File: src/logic/mem_pipe_params.svh
`ifndef MEM_PIPE_PARAMS_SVH
`define MEM_PIPE_PARAMS_SVH

// **************************************************
// Data RAM geometry and timing
// **************************************************

`define DMEM_WORDS 256                    // Words of 32 bits
`define DMEM_AW    ($clog2(`DMEM_WORDS))  // Word index width

`define DCACHE_LAT 2                      // Load req to data_valid, at least 1

`endif

File: src/logic/mem_types_pkg.sv
package mem_types_pkg;

    typedef logic [31:0] u32_t;       // Data word
    typedef logic [31:0] addr_t;      // Byte address
    typedef logic [4:0]  reg_idx_t;   // Destination register
    typedef logic [1:0]  byte_sel_t;  // Byte lane within a word

    // Load and store access size
    typedef enum logic [1:0] {
        ACC_BYTE = 2'b00,
        ACC_HALF = 2'b01,
        ACC_WORD = 2'b10
    } access_width_e;

endpackage

File: src/logic/mem_stage_pkg.sv
package mem_stage_pkg;

    import mem_types_pkg::*;

    // Executed operation entering the memory back end
    typedef struct packed {
        logic          is_mem;
        logic          is_store;
        logic          is_signed;
        access_width_e width;
        u32_t          ex_out;     // ALU result, address for memory ops
        u32_t          st_data;
        logic          is_wr_rd;
        reg_idx_t      rd;
    } mem_op_t;

    typedef struct packed {
        logic          valid;
        logic          is_mem;
        logic          is_store;
        logic          is_signed;
        access_width_e width;
        byte_sel_t     byte_sel;
        u32_t          ex_out;
        logic          is_wr_rd;
        reg_idx_t      rd;
    } stage1_stage2_pass_t;

    typedef struct packed {
        logic     valid;
        reg_idx_t rd;
        logic     is_wr_rd;
        u32_t     result;      // Loaded value or ex_out
    } stage2_wb_pass_t;

    typedef struct packed {
        logic     valid;
        reg_idx_t idx;
        u32_t     data;
    } forward_req_t;

endpackage

File: src/logic/mem_stage1.sv
`timescale 1ns/100ps
`include "mem_pipe_params.svh"

module mem_stage1 (
    input  logic                                clk,
    input  logic                                rst_n,
    input  logic                                flush,
    input  logic                                next_rdy_in,
    input  logic                                op_valid,
    input  mem_stage_pkg::mem_op_t              op,
    output logic                                rdy_in,
    output mem_stage_pkg::stage1_stage2_pass_t  pass_out,
    output logic                                dc_req,
    output logic                                dc_we,
    output logic [`DMEM_AW-1:0]                 dc_addr,
    output logic [3:0]                          dc_be,
    output mem_types_pkg::u32_t                 dc_wdata
);

    import mem_types_pkg::*;
    import mem_stage_pkg::*;

    mem_op_t   op_r;
    logic      op_r_valid;
    logic      mem1_flush;
    logic      mem1_stall;
    logic      rdy_out;
    addr_t     addr;
    byte_sel_t byte_sel;

    always_ff @(posedge clk, negedge rst_n) begin
        if (!rst_n) begin
            op_r_valid <= 1'b0;
        end else if (rdy_in) begin
            op_r_valid <= op_valid;
        end
    end

    always_ff @(posedge clk) begin
        if (rdy_in) begin
            op_r <= op;
        end
    end

    assign mem1_flush = flush | ~op_r_valid;
    assign mem1_stall = ~next_rdy_in;
    assign rdy_in     = mem1_flush | ~mem1_stall;
    assign rdy_out    = ~mem1_flush & ~mem1_stall;

    assign addr     = op_r.ex_out;
    assign byte_sel = (op_r.width == ACC_HALF) ? {addr[1], 1'b0} : addr[1:0];  // Bit 0 ignored

    // **************************************************
    // Data cache request
    // **************************************************

    assign dc_req   = rdy_out & op_r.is_mem;  // Once, as the op moves on
    assign dc_we    = op_r.is_store;
    assign dc_addr  = addr[`DMEM_AW+1:2];

    always_comb begin
        case (op_r.width)
            ACC_BYTE: begin
                dc_be    = 4'b0001 << byte_sel;
                dc_wdata = {4{op_r.st_data[7:0]}};
            end
            ACC_HALF: begin
                dc_be    = byte_sel[1] ? 4'b1100 : 4'b0011;
                dc_wdata = {2{op_r.st_data[15:0]}};
            end
            default: begin
                dc_be    = 4'b1111;
                dc_wdata = op_r.st_data;
            end
        endcase
    end

    // **************************************************
    // To stage 2
    // **************************************************

    assign pass_out.valid     = rdy_out;
    assign pass_out.is_mem    = op_r.is_mem;
    assign pass_out.is_store  = op_r.is_store;
    assign pass_out.is_signed = op_r.is_signed;
    assign pass_out.width     = op_r.width;
    assign pass_out.byte_sel  = byte_sel;
    assign pass_out.ex_out    = op_r.ex_out;
    assign pass_out.is_wr_rd  = op_r.is_wr_rd;
    assign pass_out.rd        = op_r.rd;

endmodule

File: config.mk
export PLATFORM = sky130hd
export DESIGN_NAME = mem_stage1
export DESIGN_NICKNAME = d
export VERILOG_FILES = /design/src/logic/mem_types_pkg.sv /design/src/logic/mem_stage_pkg.sv /design/src/logic/mem_stage1.sv
export VERILOG_INCLUDE_DIRS = /design/src /design/src/logic
export SDC_FILE = /design/constraint.sdc
export NUM_CORES = 1
export LEC_CHECK = 0
export ABC_AREA = 1
export BUFFER_PORTS_ARGS = -buffer_cell sky130_fd_sc_hd__buf_2
export CAP_MARGIN = 5
export CORE_UTILIZATION = 35
export CTS_CLUSTER_SIZE = 20
export DETAILED_ROUTE_END_ITERATION = 12
export GPL_ROUTABILITY_DRIVEN = 0
export HOLD_SLACK_MARGIN = 0.05
export PLACE_DENSITY = 0.67
export SETUP_SLACK_MARGIN = 0.15
export SKIP_CTS_REPAIR_TIMING = 1
export SLEW_MARGIN = 20
export SYNTH_ARGS = -nofsm -noshare
export SYNTH_HDL_FRONTEND = slang
export SYNTH_SLANG_ARGS = --single-unit
File: constraint.sdc
create_clock -name clk -period 4.2 [get_ports clk]
set_input_delay 0.21 -clock clk [delete_from_list [all_inputs] [get_ports clk]]
set_output_delay 0.21 -clock clk [all_outputs]
set_load 0.01 [all_outputs]
==> results.env <==
STATUS='finished, final reports clean'
TNS_PS=0
CP-START-KIND='flip-flop'
CLK_TRANSITION_REPORTED_PATHS_PS=80
INITIAL_CORE_UTILIZATION_PCT=36.3
LEAKAGE_uW=0.00215
CRITICAL_PATH.ENDPOINT_TYPE='output port'
SYNTH_TOP_CELL_AREA_SHARE_PCT=70.8
FINAL_MAX_SLEW_VIOL_COUNT=0
FP.DIEAREA_UM2=9470
FP.DIEH_UM=97.3
FINAL_MIN_PERIOD_OVER_CLOCK_PERIOD_PCT=53.4
YS_TOP_CELLS_BY_AREA='sky130_fd_sc_hd__edfxtp_1, sky130_fd_sc_hd__buf_4, sky130_fd_sc_hd__nand2_1'
SLEW_HEADROOM_PCT=28.4
SYNTHESIZED_CELL_AREA_UM2=3180
CTS_BUFFER_DEPTH=2
PORT_BUFFERS=172
NNETSFINAL=510
PLACE_HPWL_UM=4590
ROUTED_VIA_DENSITY=4.34
DETAILEDROUTE.FIRSTITERATIONVIOLATIONS=114
WORSTSKEWPAIRLATENCY_PS=340
GRT_ANTENNA_BEFORE_REPAIR=0
NETLIST.TOP_CELL.BY_AREA='sky130_fd_sc_hd__edfxtp_1'
IR_WORST_VDD_mV=0.305
PATH_MAX_FANOUT=77
TOP_LEVEL_PORTS=173
PORTION_OF_THE_POST_SYNTHESIS_AREA_USED_BY_SEQUENTIAL_ELEMENTS_PCT=71.6
SYNTH_FP_NETS=317
POST_DRT_WL_PER_CELL_UM=13.8
NUMCLOCKSINKS=76
CTS-HTREE-LEVELS=3
HOLD_CLASS='input pin to asynchronous set/reset pin'
POST_LAYOUT_NONFILLER_INSTANCES=543
FLOORPLAN.DIE.WIDTH_UM=97.3
LAYOUT.CELL_AREA.NON_FILLER_UM2=4680
LARGEST_NET_DEGREE_AT_THE_START_OF_GLOBAL_ROUTING=78
STD_CELL_ROWS=34
DRT_WL_TOTAL_UM=7490
FINAL_PERIOD_MINUS_WORST_SETUP_SLACK_PS=2240
DRT-PASS1-ITER-COUNT=4
TRITONCTS='built'
POWERDENSITY_nW_PER_UM2=382
UNIQUE_MASTERS_POST_SYNTH=14
CRITPATHREQUIREDTIME_PS=3990
GRT.TOTAL_USAGE_PCT=14.2
WORST-ENDPOINT-ARRIVAL_PS=2030
PLACE_AREA_UM2=3690
SYNTH.YOSYS.WARNINGS=0
N_ANTENNA_CELL=0
GRT_FIRST_PASS_WIRELENGTH_UM=10200
SYNTHTOLAYOUTAREAGROWTH_PCT=47.1
POSTSYNTHAREAPERCELL_UM2=13.4
REPORT.FINAL.HOLD_VIOL_COUNT=0
GRT_SETUP_UNREPAIRED='false'
MAX_CAP_VIOL_COUNT=0
YS_SEQ_ELEMENTS=76
MAXCLOCKFREQUENCY_GHz=0.446
DETAIL-ROUTE-ANTENNA-NETS=0
SETUP_SLACK_PS=1960
PLACE_INST=450
NUMCTSBUFFERS=9
FIN_WORST_SKEW_PS=7.28
FINAL-SETUP-VIOL-COUNT=0
R2R_SETUP_SLACK_PS=2380
CLOCK-ROOT-BUFFER='sky130_fd_sc_hd__clkbuf_8'
GRT_PASS1_VIAS=2078
DETAILROUTE.VIA_COUNT=2357
TOTAL_POWER_uW=1780
POST-ROUTE-DRC-COUNT=0
SYNTHCELLS=237
CRITICAL_PATH_CLASS='flip-flop to output port'
FINAL_LAYOUT_SIZE_SUFFIX_GT1_SHARE_PCT=43.7
COREAREA_UM2=8760
GRT-OVFL-TOTAL=0
WORST_SLACK_AFTER_DETAILED_PLACEMENT_PS=2280
WORST_SLEW_PIN_SLEW_PS=1070
## layout by cell type, fill, tap and decap left out, drive strengths merged
cell	instances
a21oi	1
buf	173
bufinv	2
clkbuf	10
clkinv	2
clkinvlp	2
dfrtp	1
dlygate4sd3	77
edfxtp	75
inv	7
nand2	52
nand3	17
nor2	3
nor3	1
o21ai	12
## stage by stage
step                hold WS (ps)  util (%)
floorplan                  -85.6         -
global placement           -9.61      42.1
detailed placement         -10.2      42.1
CTS                         -396      44.6
global route                 164      53.4
finish                       175      53.4
## metal layers
metal	global-route usage, %	wire [um]
met1	16.3	2920
met2	23.7	3930
met3	5.11	550
met4	6.45	91
met5	0	0
## power breakdown
part,internal (uW),total (uW),switching (uW)
logic,133,259,126
clock network,335,608,274
registers,892,917,24.3
## sequential cells by signal (all words and copies together), names as in the netlist
| name | cells |
|---|---|
| op_r | 32 |
| dc_we | 1 |
| pass_out | 10 |
| addr | 32 |
| op_r_valid | 1 |
## final timing paths
check                            from          to  cells past startpoint
setup / recovery           op_r_valid      rdy_in                      2
hold / removal                  rst_n  op_r_valid                      2
setup reg to reg           op_r_valid    addr[16]                      1
hold reg to reg            op_r_valid  op_r_valid                      2
max in group asynchronous       rst_n  op_r_valid                      2
min in group clk               op[48]    addr[10]                      2
## worst max-delay path, stage by stage (launching register included)
cell and delay (ps):
sky130_fd_sc_hd__dfrtp_1 400, sky130_fd_sc_hd__nand3_4 750, sky130_fd_sc_hd__buf_2 450
## cells by family after synthesis
family	synth area share, %
flops	71.6
buf+inv	16.8
simple gates	9.56
compound gates	2.05
## cell type report
cell class                      count  area, um^2
Fill cell                         783        4090
Sequential cell                    76        2280
Timing Repair Buffer              250        1640
Multi-Input combinational cell     86         382
Tap cell                          108         135
Clock buffer                       10         128
Clock inverter                      6        88.8
Inverter                            7        26.3
## synth_stat cells, drive strengths merged
library cell / count
dfrtp: 1
nor3: 1
inv: 7
edfxtp: 75
a21oi: 1
nand3: 17
buf: 68
nor2: 3
nand2: 52
o21ai: 12
(Power assumes the default switching activity.)
