**src/logic/mem_pipe_params.svh**
```systemverilog
`ifndef MEM_PIPE_PARAMS_SVH
`define MEM_PIPE_PARAMS_SVH

// **************************************************
// Data RAM geometry and timing
// **************************************************

`define DMEM_WORDS 256                    // Words of 32 bits
`define DMEM_AW    ($clog2(`DMEM_WORDS))  // Word index width

`define DCACHE_LAT 2                      // Load req to data_valid, at least 1

`endif

```
**src/logic/mem_types_pkg.sv**
```systemverilog
package mem_types_pkg;

    typedef logic [31:0] u32_t;       // Data word
    typedef logic [31:0] addr_t;      // Byte address
    typedef logic [4:0]  reg_idx_t;   // Destination register
    typedef logic [1:0]  byte_sel_t;  // Byte lane within a word

    // Load and store access size
    typedef enum logic [1:0] {
        ACC_BYTE = 2'b00,
        ACC_HALF = 2'b01,
        ACC_WORD = 2'b10
    } access_width_e;

endpackage

```
**src/logic/mem_stage_pkg.sv**
```systemverilog
package mem_stage_pkg;

    import mem_types_pkg::*;

    // Executed operation entering the memory back end
    typedef struct packed {
        logic          is_mem;
        logic          is_store;
        logic          is_signed;
        access_width_e width;
        u32_t          ex_out;     // ALU result, address for memory ops
        u32_t          st_data;
        logic          is_wr_rd;
        reg_idx_t      rd;
    } mem_op_t;

    typedef struct packed {
        logic          valid;
        logic          is_mem;
        logic          is_store;
        logic          is_signed;
        access_width_e width;
        byte_sel_t     byte_sel;
        u32_t          ex_out;
        logic          is_wr_rd;
        reg_idx_t      rd;
    } stage1_stage2_pass_t;

    typedef struct packed {
        logic     valid;
        reg_idx_t rd;
        logic     is_wr_rd;
        u32_t     result;      // Loaded value or ex_out
    } stage2_wb_pass_t;

    typedef struct packed {
        logic     valid;
        reg_idx_t idx;
        u32_t     data;
    } forward_req_t;

endpackage

```
**src/logic/mem_stage2.sv**
```systemverilog
`timescale 1ns/100ps

module mem_stage2 (
    input  logic                                clk,
    input  logic                                rst_n,
    input  logic                                flush,
    input  logic                                next_rdy_in,
    input  mem_stage_pkg::stage1_stage2_pass_t  pass_in,
    input  mem_types_pkg::u32_t                 rd_dcache_data,
    input  logic                                dcache_data_valid,
    output logic                                rdy_in,
    output mem_stage_pkg::forward_req_t         fwd_req,
    output mem_stage_pkg::stage2_wb_pass_t      pass_out
);

    import mem_types_pkg::*;
    import mem_stage_pkg::*;

    stage1_stage2_pass_t pass_in_r;
    logic                is_load;
    logic                dcache_data_stall;
    logic                mem2_flush;
    logic                mem2_stall;
    logic                rdy_out;
    logic [7:0]          mem_byte;
    logic [15:0]         mem_half;
    u32_t                mem_out;

    always_ff @(posedge clk, negedge rst_n) begin
        if (!rst_n) begin
            pass_in_r.valid <= 1'b0;
        end else if (rdy_in) begin
            pass_in_r <= pass_in;
        end
    end

    assign is_load           = pass_in_r.is_mem & ~pass_in_r.is_store;
    assign dcache_data_stall = is_load & ~dcache_data_valid;  // Wait for load data

    assign mem2_flush = flush | ~pass_in_r.valid;
    assign mem2_stall = ~next_rdy_in | dcache_data_stall;
    assign rdy_in     = mem2_flush | ~mem2_stall;
    assign rdy_out    = ~mem2_flush & ~mem2_stall;

    // **************************************************
    // Forwarding, non-load results only
    // **************************************************

    assign fwd_req.valid = pass_in_r.is_wr_rd & ~is_load & ~mem2_flush;
    assign fwd_req.idx   = pass_in_r.rd;
    assign fwd_req.data  = pass_in_r.ex_out;

    // **************************************************
    // Load data extraction
    // **************************************************

    always_comb begin
        case (pass_in_r.byte_sel)
            2'b00:   mem_byte = rd_dcache_data[7:0];
            2'b01:   mem_byte = rd_dcache_data[15:8];
            2'b10:   mem_byte = rd_dcache_data[23:16];
            default: mem_byte = rd_dcache_data[31:24];
        endcase
    end

    assign mem_half = pass_in_r.byte_sel[1] ? rd_dcache_data[31:16] : rd_dcache_data[15:0];

    always_comb begin
        case (pass_in_r.width)
            ACC_BYTE: begin
                mem_out = {{24{pass_in_r.is_signed & mem_byte[7]}}, mem_byte};
            end
            ACC_HALF: begin
                mem_out = {{16{pass_in_r.is_signed & mem_half[15]}}, mem_half};
            end
            default: begin
                mem_out = rd_dcache_data;
            end
        endcase
    end

    assign pass_out.valid    = rdy_out;
    assign pass_out.rd       = pass_in_r.rd;
    assign pass_out.is_wr_rd = pass_in_r.is_wr_rd;
    assign pass_out.result   = is_load ? mem_out : pass_in_r.ex_out;

endmodule

```
**config.mk**
```make
export PLATFORM = sky130hd
export DESIGN_NAME = mem_stage2
export DESIGN_NICKNAME = d
export VERILOG_FILES = /design/src/logic/mem_pipe_params.svh /design/src/logic/mem_types_pkg.sv /design/src/logic/mem_stage_pkg.sv /design/src/logic/mem_stage2.sv
export SDC_FILE = /design/constraint.sdc
export NUM_CORES = 1
export LEC_CHECK = 0
export BUFFER_PORTS_ARGS = -buffer_cell sky130_fd_sc_hd__buf_4
export CAP_MARGIN = 20
export CORE_ASPECT_RATIO = 1.25
export CORE_MARGIN = 3
export CORE_UTILIZATION = 35
export CTS_CLUSTER_DIAMETER = 60
export CTS_CLUSTER_SIZE = 16
export DETAILED_ROUTE_END_ITERATION = 8
export PLACE_DENSITY_LB_ADDON = 0.05
export SYNTH_ARGS = -nofsm -noshare
export SYNTH_HDL_FRONTEND = slang
export SYNTH_SLANG_ARGS = --single-unit
```
**constraint.sdc**
```tcl
create_clock -name clk -period 6.5 [get_ports clk]
set_input_delay 0 -clock clk [delete_from_list [all_inputs] [get_ports clk]]
set_output_delay 0 -clock clk [all_outputs]
set_load 0.01 [all_outputs]
```
==> flow_summary.yaml, run 1 <==
timing:
  max_slew.worst_pin.slew_ns: 0.721
  fin_tns_setup_ns: 0
  finClkSkew_ns: 0.00610
  relSlewSlack_pct: 51.8
  hold_viol: 0
  fmax_mhz: 364
  fin_crit_sh_pct: 42.3
  rsz0062_at_grt: "no"
  worst_slack_ns: 3.75
  setup_viol: 0
  drv_slew: 0
  period_needed_ns: 2.75
place:
  place_congestion: 0.829
  place_inst: 479
  placed_area_um2: 3830
  portBuffers: 160
  dp_hpwl_um: 6410
  pre_cts_ws_ns: 4.07
setup_path:
  path_common_cell: "buf_4"
  path_class: "reg2out"
  cp_max_fo: 21
  cp-end-kind: "output pin"
  required_ns: 6.50
  worstRegToRegCells: 6
  cpPeakStageDelay_ns: 0.79
  crit_slowest_cell: "edfxtp_1"
  crit_arrival_ns: 2.75
  cp-start-kind: "flip-flop"
  path_cells: "mux2_4, and3_4, nor4_4, buf_4, a211oi_1, buf_4"
logic_synthesis:
  ys_warn_count: 0
  synthArstFlopShare_pct: 2.17
  synth_area_leader_cell: "edfxtp_1"
  synthMuxAreaShare_pct: 1.60
  yosys-top-cells-area: "edfxtp_1 (47%), buf_4 (12%), nor2_1 (4.2%)"
  synth_area_um2: 2890
  synthDistinctLibCells: 38
  yosys.area_share.simple_pct: 14.3
  synth_ff_type: "edfxtp_1"
  synth_top_area_share_pct: 46.7
  ys_seq_area_share_pct: 47.6
  netlist_instances: 282
  synth_compound_area_share_pct: 21.5
  synth_top_family_by_area: "compound AO/OA/AOI/OAI gates"
  syn_avg_cell_area_um2: 10.3
  synth_top_cells_by_count: "buf_4 (45), edfxtp_1 (45), nor2_1 (32)"
  synthXorXnorAreaFrac_pct: 0
  synth-seq-cells: 46
  synth_edf_count: 45
  synth_nets: 365
  yosys.area_share.adder_pct: 0
power:
  power_density_nw_per_um2: 177
  ir_drop_mv: 0.0943
  p_total_w: 0.000784
  leakage_nw: 1.92
global_routing:
  grt_pass1_vias: 2652
  grt_pass1_wl_um: 13400
  grt_max_degree: 47
  grt.total_usage_pct: 18.4
  antenna_found_initial: 0
  gr-total-overflow: 0
clock_tree:
  cts_made_buffers: 5
  cts_setup_buffers: 0
  clock_path_buffers: 2
  cts-root-buf: "clkbuf_8"
  cts_tree: "done"
  clock_latency_ns: 0.30
  numClockSinks: 46
  htree_levels: 2
  clk_transition_reported_paths_ns: 0.09
route:
  wl_per_cell_um: 16.5
  drt-total-wl_um: 8840
  via_per_inst: 5.00
  dr.pass1.iters: 4
  drt_iter0_markers: 123
  drt.antenna.violating_nets: 0
  drc_errors: 0
  num_vias: 2679
min_path:
  min_path_type: "in2reg"
  hold_depth: 4
die:
  die_area_um2: 9390
  core_um2: 7930
  chipHeight_um: 108
  top_level_ports: 161
  placementRows: 36
  initial_core_util_pct: 36.5
  die_x_um: 87.3
finish:
  multi_input_area_um2: 1090
  nets: 523
  seqCellArea_um2: 1380
  layout-drive-gt1-share_pct: 44.0
  fin_area_um2: 4440
  fillers: 727
  fin_cells: 536
  diodes: 0
  area_growth_pct: 53.5
job:
  maxCapViolCount: 0
status:
  outcome: "complete, no violations"
-- registers in the layout, summed over array words and instances, names as in the netlist --
signal / flops
fwd_req: 37
pass_in_r: 8
pass_out: 1
-- metal layers --
| layer | share of wire (%) | up-vias | global-route usage, % | wire length [um] |
|---|---|---|---|---|
| met2 | 51 | 104 | 31.8 | 4470 |
| met3 | 7.5 | 8 | 5.28 | 664 |
| met1 | 41 | 1255 | 22.1 | 3590 |
| met4 | 1.3 | 0 | 4.71 | 115 |
| met5 | 0 | - | 0 | 0 |
| li1 | - | 1312 | - | - |
-- critical path: cells and delay by family, from the launching register on --
family | cells | cell delay (ns)
flops | 1 | 0.79
simple gates | 2 | 0.74
buf+inv | 2 | 0.46
mux | 1 | 0.35
compound gates | 1 | 0.10
-- path summary, 6_finish.rpt --
path / from / endpoint / slack, ns
max in group asynchronous: rst_n / pass_in_r[45] / 5.85
min reg2reg: pass_in_r[45] / pass_in_r[45] / 0.70
max: pass_in_r[39] / pass_out[30] / 3.75
min: flush / pass_in_r[45] / 0.02
max reg2reg: pass_in_r[43] / fwd_req[22] / 4.39
min in group asynchronous: rst_n / pass_in_r[45] / 0.54
-- cell type report --
type                            count  area share, %
Inverter                            2          0.169
Sequential cell                    46           31.0
Timing Repair Buffer              214           39.4
Tap cell                           95           2.68
Clock inverter                      2          0.366
Multi-Input combinational cell    171           24.5
Clock buffer                        6           1.86
-- through the flow --
step / util (%) / hold slack, ns
after floorplan: - / -0.296
after global placement: 48.2 / -0.222
after detailed placement: 48.3 / -0.221
after CTS: 55.7 / 0.0118
after global routing: 56.0 / 0.0354
final: 56.0 / 0.0167
-- logic make-up after synthesis --
kind of cell	count (synthesis)
DFF	46
buffers and inverters	65
muxes	4
AOI/OAI and AO/OA	83
and+or+nand+nor	84
-- placed cells by master, fill, tap and decap left out, drive strengths merged --
master	n
o31ai	1
edfxtp	45
mux2i	2
a221oi	7
nand2b	3
nand2	27
dlygate4sd3	48
dfrtp	1
clkbuf	6
nor2	32
mux2	2
nor4	2
o22ai	2
and2	3
o21ai	3
a31o	1
clkinvlp	1
and3b	1
and3	3
inv	3
a311oi	6
a211oi	21
a21oi	25
nor2b	13
a21o	8
o32a	1
a31oi	2
buf	166
o41ai	6
-- report_power, final --
part	internal, W	switching (W)	leakage (nW)	total, W
clock network	0.0000878	0.000105	0.0478	0.000193
logic	0.000127	0.000103	1.43	0.000231
registers	0.000347	0.0000125	0.446	0.000360
total	0.000562	0.000221	1.92	0.000784
-- timing repair --
| item | CTS | global route |
|---|---|---|
| resized for setup | 0 | 0 |
| setup endpoints to repair | 0 | 0 |
| hold endpoints to repair | 47 | 0 |
| hold buffers | 48 | 0 |
(Power assumes the default switching activity.)
==> inputs of run 2 (changes only) <==
==> constraint.sdc (replaced) <==
create_clock -name clk -period 2.4 [get_ports clk]
set_input_delay 0 -clock clk [delete_from_list [all_inputs] [get_ports clk]]
set_output_delay 0 -clock clk [all_outputs]
set_load 0.01 [all_outputs]
==> flow_summary.yaml, run 2 (synthesis gave the netlist of run 1 again) <==
route:
  drc_errors: 0
  drt.antenna.violating_nets: 0
  via_per_inst: 4.94
  drt_iter0_markers: 114
  num_vias: 2671
  dr.pass1.iters: 4
  drt-total-wl_um: 9100
  wl_per_cell_um: 16.8
clock_tree:
  numClockSinks: 46
  clock_path_buffers: 2
  cts-root-buf: "clkbuf_8"
  htree_levels: 2
  clock_latency_ns: 0.30
  cts_tree: "done"
  clk_transition_reported_paths_ns: 0.09
  cts_made_buffers: 5
  post_cts_resized: 0
finish:
  fin_cells: 541
  layout_commonest_cell: "buf_4"
  largest_reg_flops: 37
  nets: 528
  fillers: 725
  layout_common_cells: "buf_4 (171), dlygate4sd3_1 (48), edfxtp_1 (45), nor2_1 (32), nand2_1 (27)"
  diodes: 0
  layout-drive-gt1-share_pct: 44.4
  area_growth_pct: 54.4
place:
  place_inst: 484
  portBuffers: 160
  dp_hpwl_um: 6670
  place_congestion: 0.801
global_routing:
  grt_pass1_wl_um: 13900
  antenna_found_initial: 0
  grt_pass1_vias: 2672
  gr-total-overflow: 0
  grt_max_degree: 46
  grt.total_usage_pct: 19.3
timing:
  drv_slew: 0
  fin_crit_sh_pct: 91.2
  rsz0062_at_grt: "no"
  setup_viol: 0
  hold_viol: 0
  max_slew.worst_pin.slew_ns: 1.02
  finClkSkew_ns: 0.00464
  fmax_mhz: 457
  fin_tns_setup_ns: 0
  relSlewSlack_pct: 31.8
  period_needed_ns: 2.19
setup_path:
  rrSetupSlack_ns: 0.49
  crit_arrival_ns: 2.19
  path_class: "reg2out"
  required_ns: 2.40
  r2r_start: "pass_in_r[43]"
  cp_max_fo: 14
  worstRegToRegCells: 4
  cp-end-kind: "output pin"
  r2r-end: "fwd_req[14]"
  endpoint: "pass_out[7]"
  cp-start-kind: "flip-flop"
  crit_start: "pass_in_r[40]"
power:
  ir_drop_mv: 0.284
  leakage_nw: 1.94
  p_total_w: 0.00219
  power_density_nw_per_um2: 490
die:
  top_level_ports: 161
  die_area_um2: 9390
  die_x_um: 87.3
  initial_core_util_pct: 36.5
  placementRows: 36
  chipHeight_um: 108
  core_um2: 7930
status:
  outcome: "complete, no violations"
min_path:
  min_path_type: "in2reg"
job:
  maxCapViolCount: 0
## run 2: cell types whose count changed in the layout (fill, tap and decap cells not counted)
cell,previous run,this run
inv_6,1,0
bufinv_16,0,1
buf_6,1,0
buf_4,164,171
clkbuf_1,0,1
clkbuf_8,6,5
buf_16,1,0
## run 2: per-layer routing
metal  part of all wire (%)  global-route usage [%]  vias to the layer above
met5                      0                       0                        -
met1                     39                    23.6                     1232
met2                     52                    32.9                      114
li1                       -                       -                     1318
met4                    1.1                    5.48                        0
met3                    8.4                    5.36                        7
## run 2: critical path: stages, from the launching register on
cell,delay [ns]
edfxtp_1,0.62
nor2b_1,0.34
buf_4,0.22
mux2i_1,0.19
nor2_1,0.05
o32a_1,0.33
buf_4,0.14
## run 2: through the flow
| step | utilization (%) | setup WS, ns | hold WS, ns | cell area [um^2] |
|---|---|---|---|---|
| after global placement | 48.8 | 0.489 | -0.221 | 3870 |
| after floorplan | - | 0.394 | -0.296 | 2890 |
| after CTS | 56.2 | 0.138 | 0.00909 | 4460 |
| after global routing | 56.3 | 0.0657 | 0.0277 | 4460 |
| after detailed placement | 48.8 | 0.458 | -0.220 | 3870 |
| final | 56.3 | 0.212 | 0.0129 | 4460 |
## run 2: area by class of cell
cell class	count	area, um^2	area share, %
clock buffers	6	72.6	1.63
clock inverters	2	37.5	0.841
inverters	2	7.51	0.168
multi-input cells	171	1090	24.4
flip-flops and latches	46	1380	30.8
well taps	95	119	2.66
repair buffers	219	1760	39.5
## run 2: worst min-delay path by stage
stage / start / end / cells after the start / slack, ns
after floorplan: rst_n / pass_in_r[45] / 0 / -0.30
after global placement: rst_n / pass_in_r[45] / 1 / -0.22
after detailed placement: rst_n / pass_in_r[45] / 1 / -0.22
after CTS: flush / pass_in_r[45] / 4 / 0.009
after global routing: flush / pass_in_r[45] / 4 / 0.03
final: flush / pass_in_r[45] / 4 / 0.01
## run 2: repair_timing
| action | in CTS | in global routing |
|---|---|---|
| endpoints found under the setup margin | 0 | 1 |
| hold endpoints to repair | 47 | 0 |
| setup buffers | 0 | 1 |
| hold buffers | 48 | 0 |
## run 2: report_power, final
| group | internal [W] | leakage, nW | switching [W] | total (W) |
|---|---|---|---|---|
| combinational | 0.000346 | 1.44 | 0.000285 | 0.000631 |
| sequential | 0.000942 | 0.446 | 0.0000331 | 0.000975 |
| clock | 0.000311 | 0.0514 | 0.000272 | 0.000583 |
