===== src/logic/mem_pipe_params.svh =====
`ifndef MEM_PIPE_PARAMS_SVH
`define MEM_PIPE_PARAMS_SVH

// **************************************************
// Data RAM geometry and timing
// **************************************************

`define DMEM_WORDS 256                    // Words of 32 bits
`define DMEM_AW    ($clog2(`DMEM_WORDS))  // Word index width

`define DCACHE_LAT 2                      // Load req to data_valid, at least 1

`endif


===== src/logic/mem_types_pkg.sv =====
package mem_types_pkg;

    typedef logic [31:0] u32_t;       // Data word
    typedef logic [31:0] addr_t;      // Byte address
    typedef logic [4:0]  reg_idx_t;   // Destination register
    typedef logic [1:0]  byte_sel_t;  // Byte lane within a word

    // Load and store access size
    typedef enum logic [1:0] {
        ACC_BYTE = 2'b00,
        ACC_HALF = 2'b01,
        ACC_WORD = 2'b10
    } access_width_e;

endpackage


===== src/logic/mem_stage_pkg.sv =====
package mem_stage_pkg;

    import mem_types_pkg::*;

    // Executed operation entering the memory back end
    typedef struct packed {
        logic          is_mem;
        logic          is_store;
        logic          is_signed;
        access_width_e width;
        u32_t          ex_out;     // ALU result, address for memory ops
        u32_t          st_data;
        logic          is_wr_rd;
        reg_idx_t      rd;
    } mem_op_t;

    typedef struct packed {
        logic          valid;
        logic          is_mem;
        logic          is_store;
        logic          is_signed;
        access_width_e width;
        byte_sel_t     byte_sel;
        u32_t          ex_out;
        logic          is_wr_rd;
        reg_idx_t      rd;
    } stage1_stage2_pass_t;

    typedef struct packed {
        logic     valid;
        reg_idx_t rd;
        logic     is_wr_rd;
        u32_t     result;      // Loaded value or ex_out
    } stage2_wb_pass_t;

    typedef struct packed {
        logic     valid;
        reg_idx_t idx;
        u32_t     data;
    } forward_req_t;

endpackage


===== src/logic/mem_writeback.sv =====
`timescale 1ns/100ps

module mem_writeback (
    input  logic                            clk,
    input  logic                            rst_n,
    input  mem_stage_pkg::stage2_wb_pass_t  pass_in,
    input  logic                            retire_rdy,
    output logic                            rdy_in,
    output mem_stage_pkg::stage2_wb_pass_t  retire
);

    // Free when empty or when the held result leaves this cycle
    assign rdy_in = ~retire.valid | retire_rdy;

    always_ff @(posedge clk, negedge rst_n) begin
        if (!rst_n) begin
            retire.valid <= 1'b0;
        end else if (rdy_in) begin
            retire <= pass_in;
        end
    end

endmodule


===== config.mk =====
export PLATFORM = sky130hd
export DESIGN_NAME = mem_writeback
export DESIGN_NICKNAME = d
export VERILOG_FILES = /design/src/logic/mem_pipe_params.svh /design/src/logic/mem_types_pkg.sv /design/src/logic/mem_stage_pkg.sv /design/src/logic/mem_writeback.sv
export SDC_FILE = /design/constraint.sdc
export NUM_CORES = 1
export LEC_CHECK = 0
export BUFFER_PORTS_ARGS = -buffer_cell sky130_fd_sc_hd__buf_2
export CORE_MARGIN = 2
export CORE_UTILIZATION = 40
export DETAILED_ROUTE_END_ITERATION = 8
export PLACE_DENSITY_LB_ADDON = 0.08
export SLEW_MARGIN = 20
export SYNTH_ARGS = -nofsm -noshare
export SYNTH_HDL_FRONTEND = slang
export SYNTH_SLANG_ARGS = --single-unit

===== constraint.sdc =====
create_clock -name clk -period 1.5 [get_ports clk]
set_input_delay 0.3 -clock clk [delete_from_list [all_inputs] [get_ports clk]]
set_output_delay 0.3 -clock clk [all_outputs]
set_load 0.03 [all_outputs]

==> metrics.txt, run 1 <==
Max Fanout on Critical Path=38; number of DRC markers in iteration 0=18; outcome=complete, but fails checks; pin count of the biggest net entering global routing=39; number of setup violations in the final report=0; worst stage delay on the critical path=0.52 ns; number of slew-limit violations in the final report=0; Regs by FF count=retire: 39 flops; violated checks=design-rule violations; FF+latch area=1170 µm²; series of cell instances along the critical path=dlygate4sd3_1 -> buf_2 -> and2_4; post-synth cell types=5; synthesized area per cell=28.4 µm²; Std-Cell Rows=19; count of port buffers added during placement=81; final net count=173; die height=58.7 µm; GRT Util Overall=12.9%; initial standard-cell utilization of the core=42.6%; Critical Path Sink Type=flip-flop; drt drc=6; CTS H-Tree Depth=2; first-pass iteration count of the detailed router=6; number of flip-flops and latches in the synthesized netlist=39; number of nets with antenna violations after routing=0; number of hold buffers added after cts=1; Min Clock Period, post-route=1.40 ns; die span in x=58.7 µm; final weighted congestion in routability-driven placement=0.700; total standard cell area after synthesis=1190 µm²; diode insertion count for antenna repair=0; clock latency on the worst-skew pair=0.33 ns; largest delay contributor family on the critical path=buffers and inverters; Max clock buf depth=2; Clk pin slew, worst setup/hold paths=0.10 ns; unrepaired setup endpoints after global routing=false; flip-flop count of the largest register, all copies and words added=39; Post-Synthesis Cells=42; post-placement setup slack=0.167 ns; clock sink count=39; warnings from Yosys=0; DR vias=712; number of top-level pins=82; worst hold-check path type=in -> reg; area taken by multi-input logic gates=28.8 µm²; initial antenna violation count=0; number of global-route vias before repair=698; CTS tree=built; met1 GRT Util=13.8%; DRT Wirelength=2010 µm; peak supply drop=0.547 mV; worst path setup slack after routing=0.0987 ns; Most Crowded Layer GR=met2; power density of the placed cells=1180 nW/µm²; kind of critical path=in -> reg; P&R area growth vs syn=42.1%; proportion of layout cells with a drive suffix above 1=66.7%; Worst slew margin=68.8%; die outline area=3440 µm²; postcts setup bufs=0; arrival time at the worst endpoint=1.38 ns; final hold violation count=0; first-pass GRT wire length=3090 µm; cell type of the slowest stage on the worst timing path=sky130_fd_sc_hd__dlygate4sd3_1; worst endpoint required time=1.48 ns; clock root buffer master=sky130_fd_sc_hd__clkbuf_4; maximum clock rate=714 MHz; max-cap violations=0; Setup TNS Final=0 ns; global routing met3 resource utilization=8.35%; sum of overflow across all layers after global routing=0; post-route cell area=1700 µm²; Critical path buffers and inverters=2; leakage=0.738 nW; Core Region=2810 µm²; critical path launch point type=input pin; fill cell total of the finished layout=228; Mapped Nets=84; register bank with the most flops=retire; Placement Cell Area=1640 µm²; slack of the worst reg-to-reg path=0.20 ns; average wire per cell in the routed design=12.4 µm; portion of the post-synthesis area used by sequential elements=97.6%; Clock Skews=0.00544 ns; total CTS buffers=5; Post-CTS Resized=0; routed vias/inst=4.37; Worst Tran Pin Value=0.469 ns; final worst-path cycle share=93.4%; met2 track demand over resource in global routing=21.0%
stage by stage:
stage          util, %  power [mW]  std cells  hold slack (ns)
2_1_floorplan        -        1.46         42          0.00441
3_3_place_gp      58.4        1.56        154           0.0829
3_5_place_dp      58.4        1.57        154           0.0826
4_1_cts           60.5        2.04        163            0.125
5_1_grt           60.5        2.09        163            0.109
6_report          60.5        2.01        163            0.141
per-layer routing:
layer / up-vias / part of all wire, %
met5: - / 0
met4: 0 / 0.94
met3: 4 / 13
met2: 50 / 51
met1: 314 / 35
li1: 344 / -
cells in the mapped netlist:
cell type                  instances  area [µm²]
sky130_fd_sc_hd__and2_4            1        8.76
sky130_fd_sc_hd__dfrtp_1           1        25.0
sky130_fd_sc_hd__edfxtp_1         38        1140
sky130_fd_sc_hd__nand2b_1          1        6.26
sky130_fd_sc_hd__nand2b_4          1        13.8
power breakdown:
| part | switching [mW] | internal [mW] |
|---|---|---|
| Clock | 0.297 | 0.174 |
| Combinational | 0.178 | 0.0822 |
| Sequential | 0.0132 | 1.27 |
area by class of cell:
| type | count | area share, % |
|---|---|---|
| clock buffers | 6 | 2.43 |
| repair buffers | 82 | 24.5 |
| clock inverters | 2 | 0.442 |
| flip-flops and latches | 39 | 68.7 |
| multi-input cells | 3 | 1.69 |
| well taps | 31 | 2.28 |
logic make-up after synthesis:
logic type | Yosys count | synth area share (%)
flops | 39 | 97.6
simple gates | 3 | 2.41
path summary, 6_finish.rpt:
path | startpoint | endpoint | cells past startpoint
worst max-delay path | rst_n | retire[20] | 3
worst min-delay path | pass_in[36] | retire[36] | 1
worst max register to register | retire[38] | retire[20] | 2
worst min register to register | retire[38] | retire[38] | 2
max in group asynchronous | rst_n | retire[38] | 2
min in group asynchronous | rst_n | retire[38] | 2
cell usage in the layout, fill, tap and decap left out:
cell / Yosys / layout
sky130_fd_sc_hd__buf_2: 0 / 81
sky130_fd_sc_hd__edfxtp_1: 38 / 38
sky130_fd_sc_hd__clkbuf_4: 0 / 5
sky130_fd_sc_hd__clkinv_1: 0 / 2
sky130_fd_sc_hd__nand2b_4: 1 / 1
sky130_fd_sc_hd__nand2b_1: 1 / 1
sky130_fd_sc_hd__and2_4: 1 / 1
sky130_fd_sc_hd__clkbuf_1: 0 / 1
sky130_fd_sc_hd__dlygate4sd3_1: 0 / 1
sky130_fd_sc_hd__dfrtp_1: 1 / 1
(Power assumes the default switching activity.)
==> inputs of run 2 (changes only) <==
--- a/config.mk
+++ b/config.mk
@@ -6,7 +6,6 @@
 export NUM_CORES = 1
 export LEC_CHECK = 0
 export BUFFER_PORTS_ARGS = -buffer_cell sky130_fd_sc_hd__buf_2
-export CORE_MARGIN = 2
 export CORE_UTILIZATION = 40
 export DETAILED_ROUTE_END_ITERATION = 8
 export PLACE_DENSITY_LB_ADDON = 0.08
==> run 2 against run 1 <==
The run now ends clean. Global-route usage increased by 0.33 points. Combinational power about the same. Fmax decreased by 0.22%. Register-to-register slack about the same. Power increased by 0.58%. First-iteration DRC count decreased by 61%. Largest cell class unchanged.
==> metrics.txt, run 2 (same netlist as run 1, synthesis figures left out) <==
Std-Cell Rows=19 (unchanged); outcome=complete, no violations; Regs by FF count=retire: 39 flops; final worst-path cycle share=93.6% (+0.20 points); Net Switching=490 µW (+0.53%); flip-flop count of the largest register, all copies and words added=39 (unchanged); arrival time at the worst endpoint=1.39 ns (about the same); worst stage delay on the critical path=0.52 ns (about the same); unrepaired setup endpoints after global routing=false; final weighted congestion in routability-driven placement=0.660 (-5.7%); largest delay contributor family on the critical path=buffers and inverters; cell type of the slowest stage on the worst timing path=sky130_fd_sc_hd__dlygate4sd3_1; number of DRC markers in iteration 0=7 (-11); number of slew-limit violations in the final report=0 (unchanged); first-pass GRT wire length=2950 µm (-4.5%); Worst Tran Pin Value=0.472 ns (+0.00338 ns); DRT Wirelength=2030 µm (+0.70%); proportion of layout cells with a drive suffix above 1=67.4% (+0.76 points); cell count after placement=154 (unchanged); peak supply drop=0.855 mV (+56%); Clk pin slew, worst setup/hold paths=0.10 ns (about the same); worst hold slack=0.136 ns (-0.00455 ns); P&R area growth vs syn=42.2% (about the same); CTS H-Tree Depth=2 (unchanged); die span in x=56.7 µm (-3.4%); fraction of power spent switching nets=24.3% (about the same); design internal power=1.53 mW (+0.60%); most common cell after layout, fill and taps aside=sky130_fd_sc_hd__buf_2; Clock Skews=0.00737 ns (+0.00193 ns); pin count of the biggest net entering global routing=39 (unchanged); total power after layout=2.02 mW (+0.58%); number of nets with antenna violations after routing=0 (unchanged); Max Fanout on Critical Path=38 (unchanged); worst path setup slack after routing=0.0957 ns (-0.00303 ns); worst hold-check path type=in -> reg; CTS tree=built; drt drc=0 (-6); power density of the placed cells=1190 nW/µm² (+0.51%); Max clock buf depth=2 (unchanged); kind of critical path=in -> reg; clock latency on the worst-skew pair=0.33 ns (about the same); GRT Util Overall=13.2% (+0.33 points); die outline area=3210 µm² (-6.7%); initial antenna violation count=0 (unchanged); Worst slew margin=68.5% (-0.23 points); sequential power share=63.3% (-0.4 points); number of setup violations in the final report=0 (unchanged); count of port buffers added during placement=81 (unchanged); Placement Cell Area=1640 µm² (unchanged); number of global-route vias before repair=642 (-8.0%); most used cells in the layout excluding fill and tap cells=sky130_fd_sc_hd__buf_2 (81), sky130_fd_sc_hd__edfxtp_1 (38), sky130_fd_sc_hd__clkbuf_4 (5); average wire per cell in the routed design=12.4 µm (+0.70%); Post-CTS Resized=0 (unchanged); Critical path buffers and inverters=2 (unchanged); Setup TNS Final=0 ns (unchanged); maximum clock rate=712 MHz (-0.22%); clock group share of total power=23.9% (+0.5 points); DR vias=705 (-0.98%); number of top-level pins=82 (unchanged); post-route cell area=1700 µm² (about the same); series of cell instances along the critical path=dlygate4sd3_1 -> buf_2 -> and2_4; post-placement setup slack=0.169 ns (+0.00122 ns); sum of overflow across all layers after global routing=0 (unchanged); leakage=0.740 nW (+0.27%); filler-free cell count of the finished design=163 (unchanged); Min Clock Period, post-route=1.40 ns (+0.00303 ns); Core Region=2780 µm² (-0.85%); routed vias/inst=4.33 (-0.98%); fraction of power consumed by combinational cells=12.8% (about the same); initial standard-cell utilization of the core=43.0% (+0.36 points); clock sink count=39 (unchanged); diode insertion count for antenna repair=0 (unchanged); final hold violation count=0 (unchanged); die height=56.7 µm (-3.4%); core occupancy in the finished layout=61.1% (+0.56 points); critical path launch point type=input pin; register bank with the most flops=retire; first-pass iteration count of the detailed router=2 (-4); final net count=173 (unchanged); Critical Path Sink Type=flip-flop; clock root buffer master=sky130_fd_sc_hd__clkbuf_4; max-cap violations=0 (unchanged); worst endpoint required time=1.48 ns (about the same); total CTS buffers=5 (unchanged)
==> run 2: repair_timing <==
item,in CTS,in global routing
buffers inserted,0,0
hold endpoints to repair,1,0
hold buffers,1,0
==> run 2: area by class of cell <==
class | instances | area (µm²)
flip-flops and latches | 39 | 1170
fillers | 225 | 1080
repair buffers | 82 | 415
clock buffers | 7 | 45.0
well taps | 31 | 38.8
multi-input cells | 3 | 28.8
clock inverters | 1 | 5.00
==> run 2: final timing paths <==
path                            slack (ns)  cells past startpoint         end         from
worst max register to register        0.20                      2  retire[23]   retire[38]
max in group asynchronous             1.14                      2  retire[38]        rst_n
worst max-delay path                   0.1                      3  retire[23]        rst_n
min in group asynchronous             0.27                      2  retire[38]        rst_n
worst min register to register        0.55                      2  retire[38]   retire[38]
worst min-delay path                  0.14                      1  retire[19]  pass_in[19]
==> run 2: power groups by stage <==
stage	registers, mW	clock network [mW]	logic, mW
6_report	1.28	0.483	0.258
3_5_place_dp	1.31	0	0.260
4_1_cts	1.28	0.509	0.262
2_1_floorplan	1.43	0	0.0299
3_3_place_gp	1.31	0	0.257
5_1_grt	1.29	0.552	0.274
==> run 2: routing by layer <==
layer	part of all wire (%)	up-vias	global-route usage, %
li1	-	346	-
met2	50	48	21.3
met1	37	308	13.5
met4	0.79	0	5.23
met5	0	-	0
met3	12	3	8.76
==> inputs of run 3 (changes only) <==
==> constraint.sdc (replaced) <==
create_clock -name clk -period 1.35 [get_ports clk]
set_input_delay 0.27 -clock clk [delete_from_list [all_inputs] [get_ports clk]]
set_output_delay 0.27 -clock clk [all_outputs]
set_load 0.03 [all_outputs]
==> run 3 against run 2 <==
Non-clock buffer count is 1 higher. Final cell count did not move. Sequential cell count is the same. Via count is 2.3% higher. First-iteration DRC count is the same. Worst setup slack worse by 0.023 ns. Highest routed layer unchanged. Sequential power up 11%. Global-route usage rose by 0.81 points. Critical endpoint is now rdy_in.
==> metrics.txt, run 3 (same netlist as run 1, synthesis figures left out) <==
filler-free cell count of the finished design=163 (unchanged); fraction of power spent switching nets=24.3% (about the same); number of setup violations in the final report=0 (unchanged); r2r endpoint=retire[7]; post-placement setup slack=0.192 ns (+0.0236 ns); number of DRC markers in iteration 0=7 (unchanged); number of nets with antenna violations after routing=0 (unchanged); first-pass iteration count of the detailed router=4 (+2); GRT Util Overall=14.1% (+0.81 points); CTS tree=built; fraction of power consumed by combinational cells=13.3% (+0.5 points); P&R area growth vs syn=43.9%; slack of the worst reg-to-reg path=0.19 ns (about the same); diode insertion count for antenna repair=0 (unchanged); origin of the critical flop-to-flop path=retire[38]; DR vias=721 (+2.3%); number of top-level pins=82 (unchanged); critical path launch point type=flip-flop; Critical Path Sink Type=output port; Clock Skews=0.00563 ns (-0.00174 ns); sequential power share=63.7% (+0.4 points); average wire per cell in the routed design=12.1 µm (-2.9%); die outline area=3210 µm² (unchanged); final net count=174 (+0.58%); die span in x=56.7 µm (unchanged); pin count of the biggest net entering global routing=39 (unchanged); Net Switching=542 µW (+11%); most common cell after layout, fill and taps aside=sky130_fd_sc_hd__buf_2; cell type of the slowest stage on the worst timing path=sky130_fd_sc_hd__dfrtp_2; Std-Cell Rows=19 (unchanged); Max clock buf depth=2 (unchanged); Worst Tran Pin Value=0.195 ns (-0.277 ns); Setup TNS Final=0 ns (unchanged); drt drc=0 (unchanged); total power after layout=2.23 mW (+10%); series of cell instances along the critical path=nand2b_4 -> clkbuf_4; Max Fanout on Critical Path=3 (-92%); Critical path buffers and inverters=1 (-1); Regs by FF count=retire: 39 flops; number of slew-limit violations in the final report=0 (unchanged); clock sink count=39 (unchanged); proportion of layout cells with a drive suffix above 1=68.9% (+1.5 points); start point of the critical path=retire[38]; sum of overflow across all layers after global routing=0 (unchanged); Worst slew margin=87.0% (+18 points); number of global-route vias before repair=706 (+10%); postcts setup bufs=0 (unchanged); peak supply drop=0.995 mV (+16%); max-cap violations=0 (unchanged); Placement Cell Area=1660 µm² (+1.3%); CTS H-Tree Depth=2 (unchanged); final hold violation count=0 (unchanged); register bank with the most flops=retire; most used cells in the layout excluding fill and tap cells=sky130_fd_sc_hd__buf_2 (80), sky130_fd_sc_hd__edfxtp_1 (38), sky130_fd_sc_hd__clkbuf_4 (6); worst endpoint required time=1.08 ns (-0.40 ns); post-route cell area=1720 µm² (+1.2%); Clk pin slew, worst setup/hold paths=0.10 ns (about the same); initial standard-cell utilization of the core=43.0% (unchanged); worst hold slack=0.107 ns (-0.0290 ns); critical path depth=2 (-1); kind of critical path=reg -> out; leakage=0.748 nW (+1.2%); Worst Setup EP=rdy_in; Min Clock Period, post-route=1.28 ns; cell count after placement=155 (+0.65%); outcome=complete, no violations; Core Region=2780 µm² (unchanged); clock latency on the worst-skew pair=0.33 ns (about the same); final weighted congestion in routability-driven placement=0.652 (-1.2%); worst stage delay on the critical path=0.43 ns (-0.09 ns); clock root buffer master=sky130_fd_sc_hd__clkbuf_4; design internal power=1.69 mW (+10%); core occupancy in the finished layout=61.8% (+0.72 points); count of cells along the worst hold path=1 (unchanged); clock group share of total power=23.0% (-0.9 points); power density of the placed cells=1300 nW/µm² (+9.2%); arrival time at the worst endpoint=1.01 ns (-0.38 ns); worst r2r path cells=3 (+1); worst hold-check path type=in -> reg; largest delay contributor family on the critical path=flip-flops; initial antenna violation count=0 (unchanged); worst path setup slack after routing=0.0726 ns (-0.0231 ns); maximum clock rate=783 MHz; unrepaired setup endpoints after global routing=false; final worst-path cycle share=94.6%; count of port buffers added during placement=81 (unchanged); die height=56.7 µm (unchanged); DRT Wirelength=1970 µm (-2.9%); routed vias/inst=4.42 (+2.3%); flip-flop count of the largest register, all copies and words added=39 (unchanged); total CTS buffers=5 (unchanged); first-pass GRT wire length=3150 µm (+6.5%)
run 3: worst register-to-register path, delay by kind of cell (launching register included):
kind                   cells  cell delay [ns]
DFF                        1             0.43
buffers and inverters      1             0.21
and+or+nand+nor            2             0.22
run 3: power groups by stage:
stage / clock network, mW / registers, mW / logic (mW)
2_1_floorplan: 0 / 1.59 / 0.0332
6_report: 0.513 / 1.42 / 0.297
4_1_cts: 0.536 / 1.43 / 0.300
5_1_grt: 0.594 / 1.43 / 0.316
3_3_place_gp: 0 / 1.45 / 0.296
3_5_place_dp: 0 / 1.45 / 0.298
run 3: cell type report:
type	count	area [µm²]
clock inverters	2	8.76
flip-flops and latches	39	1170
fillers	213	1060
well taps	31	38.8
repair buffers	83	438
multi-input cells	3	28.8
clock buffers	5	37.5
run 3: worst min path at each step:
stage | end | startpoint | slack, ns
CTS | retire[29] | pass_in[29] | 0.09
global route | retire[18] | pass_in[18] | 0.07
finish | retire[20] | pass_in[20] | 0.11
floorplan | retire[38] | rst_n | -0.03
global placement | retire[38] | rst_n | 0.05
detailed placement | retire[38] | rst_n | 0.05
run 3: routing by layer:
layer	track usage [%]	vias to the layer above	part of all wire, %
met2	23.7	52	50
met4	4.18	0	1.2
li1	-	344	-
met1	14.2	321	35
met3	8.99	4	13
met5	0	-	0
run 3: what timing repair did:
| item | 4_1_cts | 5_1_grt |
|---|---|---|
| hold buffers | 1 | 0 |
| hold endpoints to repair | 1 | 0 |
| gates resized for setup | 0 | 1 |
| endpoints found under the setup margin | 0 | 1 |
